File: config.mk
export PLATFORM = sky130hd
export DESIGN_NAME = app_rx_top
export DESIGN_NICKNAME = d
export VERILOG_FILES = /design/src/hdl/app_pkg.sv /design/src/hdl/app_frame_parser.sv /design/src/hdl/app_elastbuf.sv /design/src/hdl/app_credit_tx.sv /design/src/hdl/app_rx_top.sv
export VERILOG_INCLUDE_DIRS = /design/src /design/src/hdl
export SDC_FILE = /design/constraint.sdc
export NUM_CORES = 1
export LEC_CHECK = 0
export BUFFER_PORTS_ARGS = -buffer_cell sky130_fd_sc_hd__buf_2
export CAP_MARGIN = 20
export CORE_ASPECT_RATIO = 0.7
export CORE_MARGIN = 4
export CORE_UTILIZATION = 33
export DETAILED_ROUTE_END_ITERATION = 8
export GPL_TIMING_DRIVEN = 0
export PLACE_DENSITY = 0.45
export SETUP_SLACK_MARGIN = 0.5
export SLEW_MARGIN = 20
export SYNTH_ARGS = -nofsm -noshare
export SYNTH_HDL_FRONTEND = slang
export SYNTH_HIERARCHICAL = 1
export SYNTH_SLANG_ARGS = --single-unit
File: constraint.sdc
create_clock -name clk -period 3.55 [get_ports clk]
set_input_delay 0.1775 -clock clk [delete_from_list [all_inputs] [get_ports clk]]
set_output_delay 0.1775 -clock clk [all_outputs]
set_load 0.03 [all_outputs]
File: src/hdl/app_params.svh
`ifndef APP_PARAMS_SVH
`define APP_PARAMS_SVH

// link word as it arrives from the serial side
`define APP_WORD_W      32
`define APP_CHAN_W      3     // channel field in a header
`define APP_LEN_W       8     // payload length field in a header

// header reserved bits and payload data bits, both derived from the word
`define APP_RSVD_W      (`APP_WORD_W - 1 - `APP_CHAN_W - `APP_LEN_W)
`define APP_DATA_W      (`APP_WORD_W - 1)

// tagged beat = word + sop + eop + chan + err
`define APP_BEAT_W      (`APP_WORD_W + `APP_CHAN_W + 3)

`define APP_EB_DEPTH    4     // elastic buffer slots, also link side start credits
`define APP_OUT_CREDITS 3     // consumer credits after reset

`endif

File: src/hdl/app_pkg.sv
`default_nettype none

`include "app_params.svh"

package app_pkg;

  ////////////////////////////////////////////////////////////
  // link word, two views of the same 32 bits
  ////////////////////////////////////////////////////////////
  typedef struct packed {
    logic                   kind;  // 1 = header
    logic [`APP_CHAN_W-1:0] chan;  // channel of the frame it opens
    logic [`APP_LEN_W-1:0]  len;   // payload words that follow
    logic [`APP_RSVD_W-1:0] rsvd;
  } app_hdr_t;

  typedef struct packed {
    logic                   kind;  // 0 = payload
    logic [`APP_DATA_W-1:0] data;
  } app_pay_t;

  typedef union packed {
    app_hdr_t hdr;
    app_pay_t pay;
  } app_word_u;

  ////////////////////////////////////////////////////////////
  // word plus the tags the parser attaches
  ////////////////////////////////////////////////////////////
  typedef struct packed {
    app_word_u              word;
    logic                   sop;   // header word
    logic                   eop;   // last word of its frame
    logic [`APP_CHAN_W-1:0] chan;  // channel of the current frame
    logic                   err;   // framing error on this word
  } app_beat_t;

endpackage

`default_nettype wire

File: src/hdl/app_frame_parser.sv
`default_nettype none

`include "app_params.svh"

module app_frame_parser (
  input  wire logic               clk,
  input  wire logic               rstz,
  input  wire logic               in_valid,  // one word per credit from the link
  input  wire app_pkg::app_word_u in_word,
  output logic                    wr,        // push into elastic buffer
  output app_pkg::app_beat_t      wr_beat
);

  logic [`APP_LEN_W-1:0]  remain;    // payload words still owed by the current frame
  logic [`APP_CHAN_W-1:0] cur_chan;  // channel of the frame in progress
  logic                   in_frame;

  logic [`APP_LEN_W-1:0]  remain_d;
  logic [`APP_CHAN_W-1:0] chan_d;
  app_pkg::app_beat_t     beat_d;

  assign in_frame = |remain;

  ////////////////////////////////////////////////////////////
  // decode
  ////////////////////////////////////////////////////////////
  always_comb begin
    beat_d.word = in_word;
    beat_d.sop  = 1'b0;
    beat_d.eop  = 1'b0;
    beat_d.chan = cur_chan;
    beat_d.err  = 1'b0;
    remain_d    = remain;
    chan_d      = cur_chan;
    if (in_word.hdr.kind) begin
      // header, opens a new frame even if the old one was not done
      beat_d.sop  = 1'b1;
      beat_d.eop  = (in_word.hdr.len == '0);  // empty frame ends on its header
      beat_d.chan = in_word.hdr.chan;
      beat_d.err  = in_frame;                 // previous frame cut short
      remain_d    = in_word.hdr.len;
      chan_d      = in_word.hdr.chan;
    end else if (in_frame) begin
      remain_d   = remain - 1'b1;
      beat_d.eop = (remain_d == '0);  // last payload word
    end else begin
      // stray payload, keep last channel, no eop
      beat_d.err = 1'b1;
    end
  end

  ////////////////////////////////////////////////////////////
  // frame state
  ////////////////////////////////////////////////////////////
  always_ff @(posedge clk or negedge rstz) begin
    if (!rstz) begin
      remain   <= '0;
      cur_chan <= '0;
      wr       <= 1'b0;
    end else begin
      wr <= in_valid;        // one cycle through the parser
      if (in_valid) begin
        remain   <= remain_d;
        cur_chan <= chan_d;
      end
    end
  end

  // tagged word, only meaningful while wr is high
  always_ff @(posedge clk) begin
    if (in_valid) begin
      wr_beat <= beat_d;
    end
  end

endmodule

`default_nettype wire

File: src/hdl/app_elastbuf.sv
`default_nettype none

`include "app_params.svh"

module app_elastbuf #(
  parameter int DEPTH = `APP_EB_DEPTH,  // slots, at least 2
  parameter int WIDTH = `APP_BEAT_W     // bits per slot
) (
  input  wire logic               clk,
  input  wire logic               rstz,
  input  wire logic               wr,       // write enable
  input  wire app_pkg::app_beat_t wr_beat,
  input  wire logic               rd,       // pop head
  output app_pkg::app_beat_t      rd_beat,  // always slot 0
  output logic                    emptyz,   // active low empty
  output logic                    fullz     // active low full
);

  // slot 0 is the head, data moves toward it on every read.
  // fill holds a run of ones from bit 0, one per occupied slot,
  // so the first free slot and the last filled slot are both
  // found by comparing the mask with itself shifted by one

  logic [DEPTH-1:0] fill;          // occupied slots
  logic [DEPTH-1:0] fill_rd;       // mask after a pop, bit i = slot i+1 filled
  logic [DEPTH-1:0] fill_wr;       // mask after a push, bit i = slot i-1 filled
  logic [DEPTH-1:0] free_slot;     // first empty slot
  logic [DEPTH-1:0] last_slot;     // highest filled slot
  logic [WIDTH-1:0] mem [DEPTH];   // shift slots
  logic [WIDTH-1:0] shift_in [DEPTH];  // what lands in slot i on a pop

  assign emptyz  = fill[0];
  assign fullz   = ~fill[DEPTH-1];
  assign rd_beat = mem[0];

  assign fill_rd   = {1'b0, fill[DEPTH-1:1]};
  assign fill_wr   = {fill[DEPTH-2:0], 1'b1};
  assign free_slot = ~fill & fill_wr;
  assign last_slot = fill & ~fill_rd;

  ////////////////////////////////////////////////////////////
  // fill mask
  ////////////////////////////////////////////////////////////
  always_ff @(posedge clk or negedge rstz) begin
    if (!rstz) begin
      fill <= '0;
    end else begin
      case ({rd, wr})
        2'b10:   fill <= fill_rd;  // pop, shift right
        2'b01:   fill <= fill_wr;  // push, shift left with a one
        default: fill <= fill;     // idle, or pop and push cancel
      endcase
    end
  end

  ////////////////////////////////////////////////////////////
  // next value per slot on a pop
  ////////////////////////////////////////////////////////////
  for (genvar g = 0; g < DEPTH; g++) begin : g_shift
    if (g == DEPTH - 1) begin : g_top
      assign shift_in[g] = '0;  // nothing above the top slot
    end else begin : g_mid
      // an empty neighbour pulls in zero, so vacated slots clear
      assign shift_in[g] = fill_rd[g] ? mem[g+1] : '0;
    end
  end

  ////////////////////////////////////////////////////////////
  // slots
  ////////////////////////////////////////////////////////////
  always_ff @(posedge clk or negedge rstz) begin
    if (!rstz) begin
      for (int i = 0; i < DEPTH; i++) begin
        mem[i] <= '0;
      end
    end else begin
      for (int i = 0; i < DEPTH; i++) begin
        case ({rd, wr})
          2'b10: begin
            mem[i] <= shift_in[i];
          end
          2'b01: begin
            if (free_slot[i]) begin
              mem[i] <= wr_beat;      // lands behind the last entry
            end
          end
          2'b11: begin
            if (last_slot[i]) begin
              mem[i] <= wr_beat;      // takes the place the shift just freed
            end else begin
              mem[i] <= shift_in[i];
            end
          end
          default: begin
            mem[i] <= mem[i];
          end
        endcase
      end
    end
  end

endmodule

`default_nettype wire

File: src/hdl/app_credit_tx.sv
`default_nettype none

`include "app_params.svh"

module app_credit_tx (
  input  wire logic               clk,
  input  wire logic               rstz,
  input  wire app_pkg::app_beat_t head_beat,   // buffer slot 0
  input  wire logic               emptyz,      // buffer holds a beat
  input  wire logic               out_credit,  // consumer freed one beat
  output logic                    rd,          // pop buffer head
  output logic                    in_credit,   // slot freed, back to the link
  output logic                    out_valid,
  output app_pkg::app_beat_t      out_beat
);

  localparam int CNT_W = $clog2(`APP_OUT_CREDITS + 1);

  logic [CNT_W-1:0] credits;  // beats the consumer can still take

  // pop whenever a beat waits and the consumer has room
  assign rd = (credits != '0) & emptyz;

  ////////////////////////////////////////////////////////////
  // consumer credits
  ////////////////////////////////////////////////////////////
  always_ff @(posedge clk or negedge rstz) begin
    if (!rstz) begin
      credits <= CNT_W'(`APP_OUT_CREDITS);
    end else begin
      case ({rd, out_credit})
        2'b10:   credits <= credits - 1'b1;  // spent on a beat
        2'b01:   credits <= credits + 1'b1;  // returned
        default: credits <= credits;         // both or neither
      endcase
    end
  end

  ////////////////////////////////////////////////////////////
  // output stage
  ////////////////////////////////////////////////////////////
  always_ff @(posedge clk or negedge rstz) begin
    if (!rstz) begin
      out_valid <= 1'b0;
      in_credit <= 1'b0;
    end else begin
      out_valid <= rd;
      in_credit <= rd;  // popped slot is free again on the link side
    end
  end

  // payload follows the pop, held between beats
  always_ff @(posedge clk) begin
    if (rd) begin
      out_beat <= head_beat;
    end
  end

endmodule

`default_nettype wire

File: src/hdl/app_rx_top.sv
`default_nettype none

`include "app_params.svh"

module app_rx_top (
  input  wire logic               clk,
  input  wire logic               rstz,
  // link side
  input  wire logic               in_valid,
  input  wire app_pkg::app_word_u in_word,
  output logic                    in_credit,
  // consumer side
  output logic                    out_valid,
  output app_pkg::app_beat_t      out_beat,
  input  wire logic               out_credit
);

  logic               wr;         // parser to buffer
  app_pkg::app_beat_t wr_beat;
  logic               rd;         // transmitter pops buffer
  app_pkg::app_beat_t head_beat;
  logic               emptyz;

  ////////////////////////////////////////////////////////////
  // parse, buffer, transmit
  ////////////////////////////////////////////////////////////
  app_frame_parser app_frame_parser_i (
    .clk      (clk),
    .rstz     (rstz),
    .in_valid (in_valid),
    .in_word  (in_word),
    .wr       (wr),
    .wr_beat  (wr_beat)
  );

  app_elastbuf #(
    .DEPTH (`APP_EB_DEPTH),
    .WIDTH (`APP_BEAT_W)
  ) app_elastbuf_i (
    .clk     (clk),
    .rstz    (rstz),
    .wr      (wr),
    .wr_beat (wr_beat),
    .rd      (rd),
    .rd_beat (head_beat),
    .emptyz  (emptyz),
    .fullz   ()            // link credits keep writes off a full buffer
  );

  app_credit_tx app_credit_tx_i (
    .clk        (clk),
    .rstz       (rstz),
    .head_beat  (head_beat),
    .emptyz     (emptyz),
    .out_credit (out_credit),
    .rd         (rd),
    .in_credit  (in_credit),
    .out_valid  (out_valid),
    .out_beat   (out_beat)
  );

endmodule

`default_nettype wire

==> results of run 1 <==
-- worst max-delay path: stages (launching register included) --
cell and delay, ns:
dfstp_2 0.56, o21ai_0 0.14, inv_2 0.12, inv_1 0.06, ha_1 0.23, buf_2 0.24, buf_1 0.33, a222oi_1 0.99
a21oi_1 0.15
-- per-stage QoR --
stage	hold slack, ns	total power [mW]	util [%]	setup WS, ns	setup TNS (ns)
6_report	0.0625	14.3	40.3	0.570	0
5_1_grt	0.0798	15.3	40.3	0.549	0
4_1_cts	0.108	14.4	40.3	0.673	0
3_5_place_dp	0.0803	11.3	36.5	0.439	0
3_3_place_gp	0.354	11.2	36.3	-0.879	-173.12
2_1_floorplan	-0.118	9.33	-	0.621	0
-- cell usage in the layout, fill, tap and decap left out, types with 27 or more instances in the layout --
| cell | instances |
|---|---|
| dlygate4sd3_1 | 34 |
| dfrtp_1 | 169 |
| buf_4 | 51 |
| buf_2 | 110 |
| nand2_1 | 83 |
| a222oi_1 | 76 |
| clkbuf_16 | 27 |
| nor2_1 | 131 |
| a22oi_1 | 39 |
| a22o_1 | 76 |
| clkbuf_1 | 50 |
| o21ai_0 | 44 |
| a21oi_1 | 126 |
| edfxtp_1 | 75 |
-- logic make-up (layout without fill, tap and decap cells) --
family | Yosys count | after routing | share of synthesized area, %
AOI/OAI and AO/OA | 380 | 380 | 24.2
xor gates and xnor gates | 5 | 5 | 0.390
adders and majority gates | 8 | 8 | 0.892
buffers and inverters | 145 | 308 | 7.02
DFF | 246 | 246 | 58.2
muxes | 9 | 9 | 0.870
and+or+nand+nor | 233 | 233 | 8.45
-- registers in the layout (all words and copies together) (netlist names) --
name,count
app_credit_tx_i/credits,2
app_credit_tx_i/out_beat,38
app_credit_tx_i/out_valid,1
app_elastbuf_i/fill,4
app_elastbuf_i/mem,114
app_elastbuf_i/rd_beat,38
app_frame_parser_i/cur_chan,3
app_frame_parser_i/remain,8
app_frame_parser_i/wr,1
app_frame_parser_i/wr_beat,37
-- worst min path at each step --
stage | to | cells past startpoint
finish | app_frame_parser_i/wr$_DFF_PN0_ | 1
global placement | app_frame_parser_i/wr_beat[9]$_DFFE_PP_ | 1
CTS | app_frame_parser_i/remain[2]$_DFFE_PN0P_ | 2
floorplan | app_credit_tx_i/out_valid$_DFF_PN0_ | 0
global route | app_frame_parser_i/wr$_DFF_PN0_ | 1
detailed placement | app_frame_parser_i/remain[2]$_DFFE_PN0P_ | 1
-- layer usage --
metal	global-route usage, %	up-vias	routed length [µm]
li1	-	4116	-
met1	29.3	4244	17600
met2	24.4	255	13300
met3	3.28	32	2100
met4	2.89	0	393
met5	0	-	0
-- final cells by class --
type	count	area (µm²)	area share, %
sequential	246	6530	48.5
multi-input combinational	635	3900	28.9
timing repair buffer	114	818	6.07
clock buffer	41	758	5.62
buffer	134	747	5.54
tap	435	544	4.04
clock inverter	8	141	1.05
inverter	11	41.3	0.306
-- what timing repair did --
| item | 4_1_cts | 5_1_grt |
|---|---|---|
| setup endpoints to repair | 5 | 0 |
| setup buffers | 2 | 0 |
| hold endpoints to repair | 144 | 0 |
| hold buffers | 34 | 0 |
-- report_power, final --
part	internal, mW	leakage, nW	total (mW)	switching (mW)
Combinational	2.32	2.32	6.30	3.98
Sequential	4.31	2.85	5.07	0.754
Clock	1.76	0.433	2.92	1.16
Total	8.39	5.60	14.3	5.90
==> results.ini, run 1 <==
[status]
run_status=finished, final reports clean

[die]
fp.dieW_um=228
rows=56
ioPinCount=76
dieArea_mm2=0.0371
die_h_um=162
initial_core_util_pct=33.5
core_mm2=0.0335

[power_and_ir_drop]
leakagePower_nw=5.60
ir_drop_v=0.000366
cellPowerDensity_mw_per_mm2=1060

[synth]
ys_top_cells_by_area=dfrtp_1 (38%), edfxtp_1 (20%), a222oi_1 (6.8%)
ys_ff_latch=246
syn_area_per_cell_um2=10.9
yosysWarnings=6
synth_edf_count=75
syn_area_mm2=0.0112
synth_top_area_cell=dfrtp_1
synth_top_area_share_pct=37.7
ys_types=47
synth.most_common_cell=dfrtp_1
ys.flop_type=dfrtp_1
syn_inst=1026
synth.yosys.seq_area_share_pct=58.2
async_flop_share_pct=69.5
synth_common_cells=dfrtp_1 (169), nor2_1 (131), a21oi_1 (126)
syn_nets=1070

[finish]
final_area_mm2=0.0135
syn_to_final_growth_pct=20.2
fillCellCount=3331
n_antenna_cell=0
fin_cells=1624
nets=1213
layout-drive-gt1-share_pct=18.7

[critical_path]
crit_path_end_kind=flip-flop
crit_end=app_elastbuf_i/rd_beat[21]$_DFFE_PN0P_
r2r-end=app_elastbuf_i/rd_beat[21]$_DFFE_PN0P_
startpoint_type=flip-flop
setup.worst_path.class=reg2reg
reg2reg_slack_ns=0.57
critPathMaxFanout=10
ff2ff_path_depth=8
rr_startpoint=app_credit_tx_i/credits[0]$_DFFE_PN1P_
critPathRequiredTime_ns=3.93
crit_arrival_ns=3.36
crit_path_start=app_credit_tx_i/credits[0]$_DFFE_PN1P_

[placement]
io_buffers=75
placed_cell_area_mm2=0.0122
dp.cells=1539
dp_hpwl_um=23000
gp_congestion=0.809

[sta]
rsz0062_at_grt=no
fmaxAchievable_mhz=336
slew_headroom_pct=31.7
slew_viol_final=0
fin_crit_sh_pct=83.9
fin_skew_ns=0.0122
worstMarginPinSlew_ns=1.02
hold_viol=0
setup_viol=0
min_period_ns=2.98

[routing]
routed_wl_um=33400
antenna_left=0
drtIter0Drc=1071
wl_per_cell_um=20.6
vias_per_cell=5.32
drtPass1Iterations=9
drc=0
vias=8647

[global_route]
grt_first_pass_wirelength_um=52300
gr-total-overflow=0
grt_pass1_vias=8346
grt_usage_pct=17.8
antenna_found_initial=0
grt_max_degree=69

[cts]
cts_resized=0
cts.path.max_buffers=3
cts_tree=built
cts_root_buf=clkbuf_16
numCtsBuffers=27
clock_sinks=246
htreeDepth=1
clk_latency_ns=0.54
clk_pin_slew_ns=0.07

[worst_hold_path]
min-delay-start=in_valid
holdCritPathClass=in2reg

[run]
maxCapViolCount=0

(Power assumes the default switching activity.)
==> run 2: changes to the inputs <==
clock period = 3.05 ns   (was 3.55 ns; I/O delays follow)
==> results.ini, run 2 (synthesis results as in run 1) <==
[power_and_ir_drop]
leakagePower_nw=5.66  ; was 5.60 nW
ir_drop_v=0.000466  ; was 0.000366 V
power_mw=16.9  ; was 14.3 mW
cellPowerDensity_mw_per_mm2=1240  ; was 1060 mW/mm²

[finish]
syn_to_final_growth_pct=21.4  ; was 20.2%
largest_register_ffs=114  ; unchanged
largest-register=app_elastbuf_i/mem  ; unchanged
layout_common_cells=dfrtp_1 (168), nor2_1 (131), a21oi_1 (126)  ; was dfrtp_1 (169), nor2_1 (131), a21oi_1 (126)
final_area_mm2=0.0136  ; was 0.0135 mm²
layout_commonest_cell=dfrtp_1  ; unchanged
n_antenna_cell=0  ; unchanged
nets=1216  ; was 1213
layout-drive-gt1-share_pct=20.5  ; was 18.7%

[critical_path]
crit_path_end_kind=flip-flop  ; unchanged
startpoint_type=flip-flop  ; unchanged
slowest_delay_ns=0.75  ; was 0.99 ns
slowest_stage=a222oi_1  ; unchanged
rr_startpoint=app_credit_tx_i/credits[1]$_DFFE_PN1P_  ; was app_credit_tx_i/credits[0]$_DFFE_PN1P_
setup.worst_path.class=reg2reg  ; unchanged
critPathRequiredTime_ns=3.44  ; was 3.93 ns
critPathMaxFanout=10  ; unchanged
ff2ff_path_depth=8  ; unchanged
reg2reg_slack_ns=0.53  ; was 0.57 ns
cp_cell_sequence=o21ai_4, clkinvlp_4, ha_2, buf_2, buf_4, clkbuf_2, a222oi_1, a21oi_1  ; was o21ai_0, inv_2, inv_1, ha_1, buf_2, buf_1, a222oi_1, a21oi_1
r2r-end=app_elastbuf_i/rd_beat[26]$_DFFE_PN0P_  ; was app_elastbuf_i/rd_beat[21]$_DFFE_PN0P_
crit_arrival_ns=2.92  ; was 3.36 ns

[placement]
dp_hpwl_um=22900  ; was 23000 µm
gp_congestion=0.805  ; was 0.809
place_ws_ns=-0.649  ; was 0.439 ns
io_buffers=75  ; unchanged
placed_cell_area_mm2=0.0122  ; about the same

[worst_hold_path]
holdCritPathClass=in2reg  ; unchanged
min-delay-start=in_valid  ; unchanged
whs_path_depth=1  ; unchanged
hold_path_end=app_frame_parser_i/wr$_DFF_PN0_  ; unchanged

[sta]
slew_headroom_pct=35.6  ; was 31.7%
fin_crit_sh_pct=82.7  ; was 83.9%
rsz0062_at_grt=yes  ; was no
slew_viol_final=0  ; unchanged
fmaxAchievable_mhz=396  ; was 336 MHz
min_period_ns=2.52  ; was 2.98 ns
fin_skew_ns=0.0248  ; was 0.0122 ns
holdWs_ns=0.0167  ; was 0.0625 ns
layout_setup_ws_ns=0.528  ; was 0.570 ns
hold_viol=0  ; unchanged
worstMarginPinSlew_ns=0.966  ; was 1.02 ns
setup_viol=0  ; unchanged
finalSetupTns_ns=0  ; unchanged

[global_route]
grt_usage_pct=17.9  ; was 17.8%
gr-total-overflow=0  ; unchanged
grt_max_degree=72  ; was 69
antenna_found_initial=0  ; unchanged
grt_first_pass_wirelength_um=52100  ; was 52300 µm
grt_pass1_vias=8259  ; was 8346

[routing]
wl_per_cell_um=20.5  ; was 20.6 µm
drtIter0Drc=925  ; was 1071
routed_wl_um=33500  ; was 33400 µm
vias_per_cell=5.30  ; was 5.32
drtPass1Iterations=9  ; unchanged
vias=8631  ; was 8647
drc=0  ; unchanged
antenna_left=0  ; unchanged

[die]
die_h_um=162  ; unchanged
fp.dieW_um=228  ; unchanged
rows=56  ; unchanged
core_mm2=0.0335  ; unchanged
ioPinCount=76  ; unchanged
initial_core_util_pct=33.5  ; unchanged
dieArea_mm2=0.0371  ; unchanged

[status]
run_status=finished, final reports clean  ; unchanged

[cts]
numCtsBuffers=27  ; unchanged
cts_root_buf=clkbuf_16  ; unchanged
htreeDepth=1  ; unchanged
cts.path.max_buffers=3  ; unchanged
clk_latency_ns=0.56  ; was 0.54 ns
clk_pin_slew_ns=0.06  ; was 0.07 ns
clock_sinks=246  ; unchanged
cts_tree=built  ; unchanged

[run]
maxCapViolCount=0  ; unchanged

run 2: stage by stage:
stage / std cells / util, %
3_3_place_gp: 1536 / 36.3
5_1_grt: 1628 / 40.7
2_1_floorplan: 1026 / -
4_1_cts: 1627 / 40.5
3_5_place_dp: 1538 / 36.5
6_report: 1628 / 40.7
run 2: layout make-up:
cell class | instances | area, µm²
Multi-Input combinational cell | 635 | 3930
Fill cell | 3305 | 19900
Timing Repair Buffer | 115 | 813
Tap cell | 435 | 544
Buffer | 134 | 779
Timing Repair inverter | 2 | 10.0
Sequential cell | 246 | 6540
Clock inverter | 19 | 275
Inverter | 11 | 45.0
Clock buffer | 31 | 691
run 2: metal layers:
layer  share of wire [%]  GRT usage (%)  vias to the layer above  routed length [µm]
met4                 1.6           3.25                        0                 544
li1                    -              -                     4125                   -
met2                  40           24.3                      254               13400
met5                   0              0                        -                   0
met1                  52           29.6                     4218               17400
met3                 6.5           2.96                       34                2180
run 2: worst max-delay path by stage:
| stage | startpoint | cells past startpoint | slack (ns) | to |
|---|---|---|---|---|
| after floorplan | app_credit_tx_i/credits[0]$_DFFE_PN1P_ | 10 | 0.50 | app_elastbuf_i/mem[100]$_DFFE_PN0P_ |
| after global placement | rstz | 1 | -1.28 | app_elastbuf_i/rd_beat[37]$_DFFE_PN0P_ |
| after detailed placement | app_elastbuf_i/fill[0]$_DFFE_PN0P_ | 8 | -0.65 | app_elastbuf_i/rd_beat[36]$_DFFE_PN0P_ |
| after CTS | app_credit_tx_i/credits[1]$_DFFE_PN1P_ | 9 | 0.49 | app_elastbuf_i/rd_beat[25]$_DFFE_PN0P_ |
| after global routing | app_credit_tx_i/credits[1]$_DFFE_PN1P_ | 8 | 0.45 | app_elastbuf_i/rd_beat[22]$_DFFE_PN0P_ |
| final | app_credit_tx_i/credits[1]$_DFFE_PN1P_ | 8 | 0.53 | app_elastbuf_i/rd_beat[26]$_DFFE_PN0P_ |
run 2: repair_timing:
action / CTS / global route
setup buffers: 3 / 1
gates resized for setup: 11 / 17
gates cloned: 2 / 0
endpoints found under the hold margin: 156 / 0
setup endpoints to repair: 156 / 42
hold buffers: 34 / 0
pin swaps: 5 / 3
run 2: where the power goes:
group	internal (mW)	total, mW	switching (mW)	leakage, nW
clock	2.22	3.62	1.40	0.469
sequential	5.03	5.91	0.879	2.85
combinational	2.74	7.41	4.67	2.35
run 2: critical path, delay by kind of cell (launching register included):
kind | cells | cell delay [ns]
AO/OA/AOI/OAI | 3 | 1.10
adder cells (fa/ha/maj) | 1 | 0.19
flip-flops | 1 | 0.39
buffers and inverters | 4 | 0.69
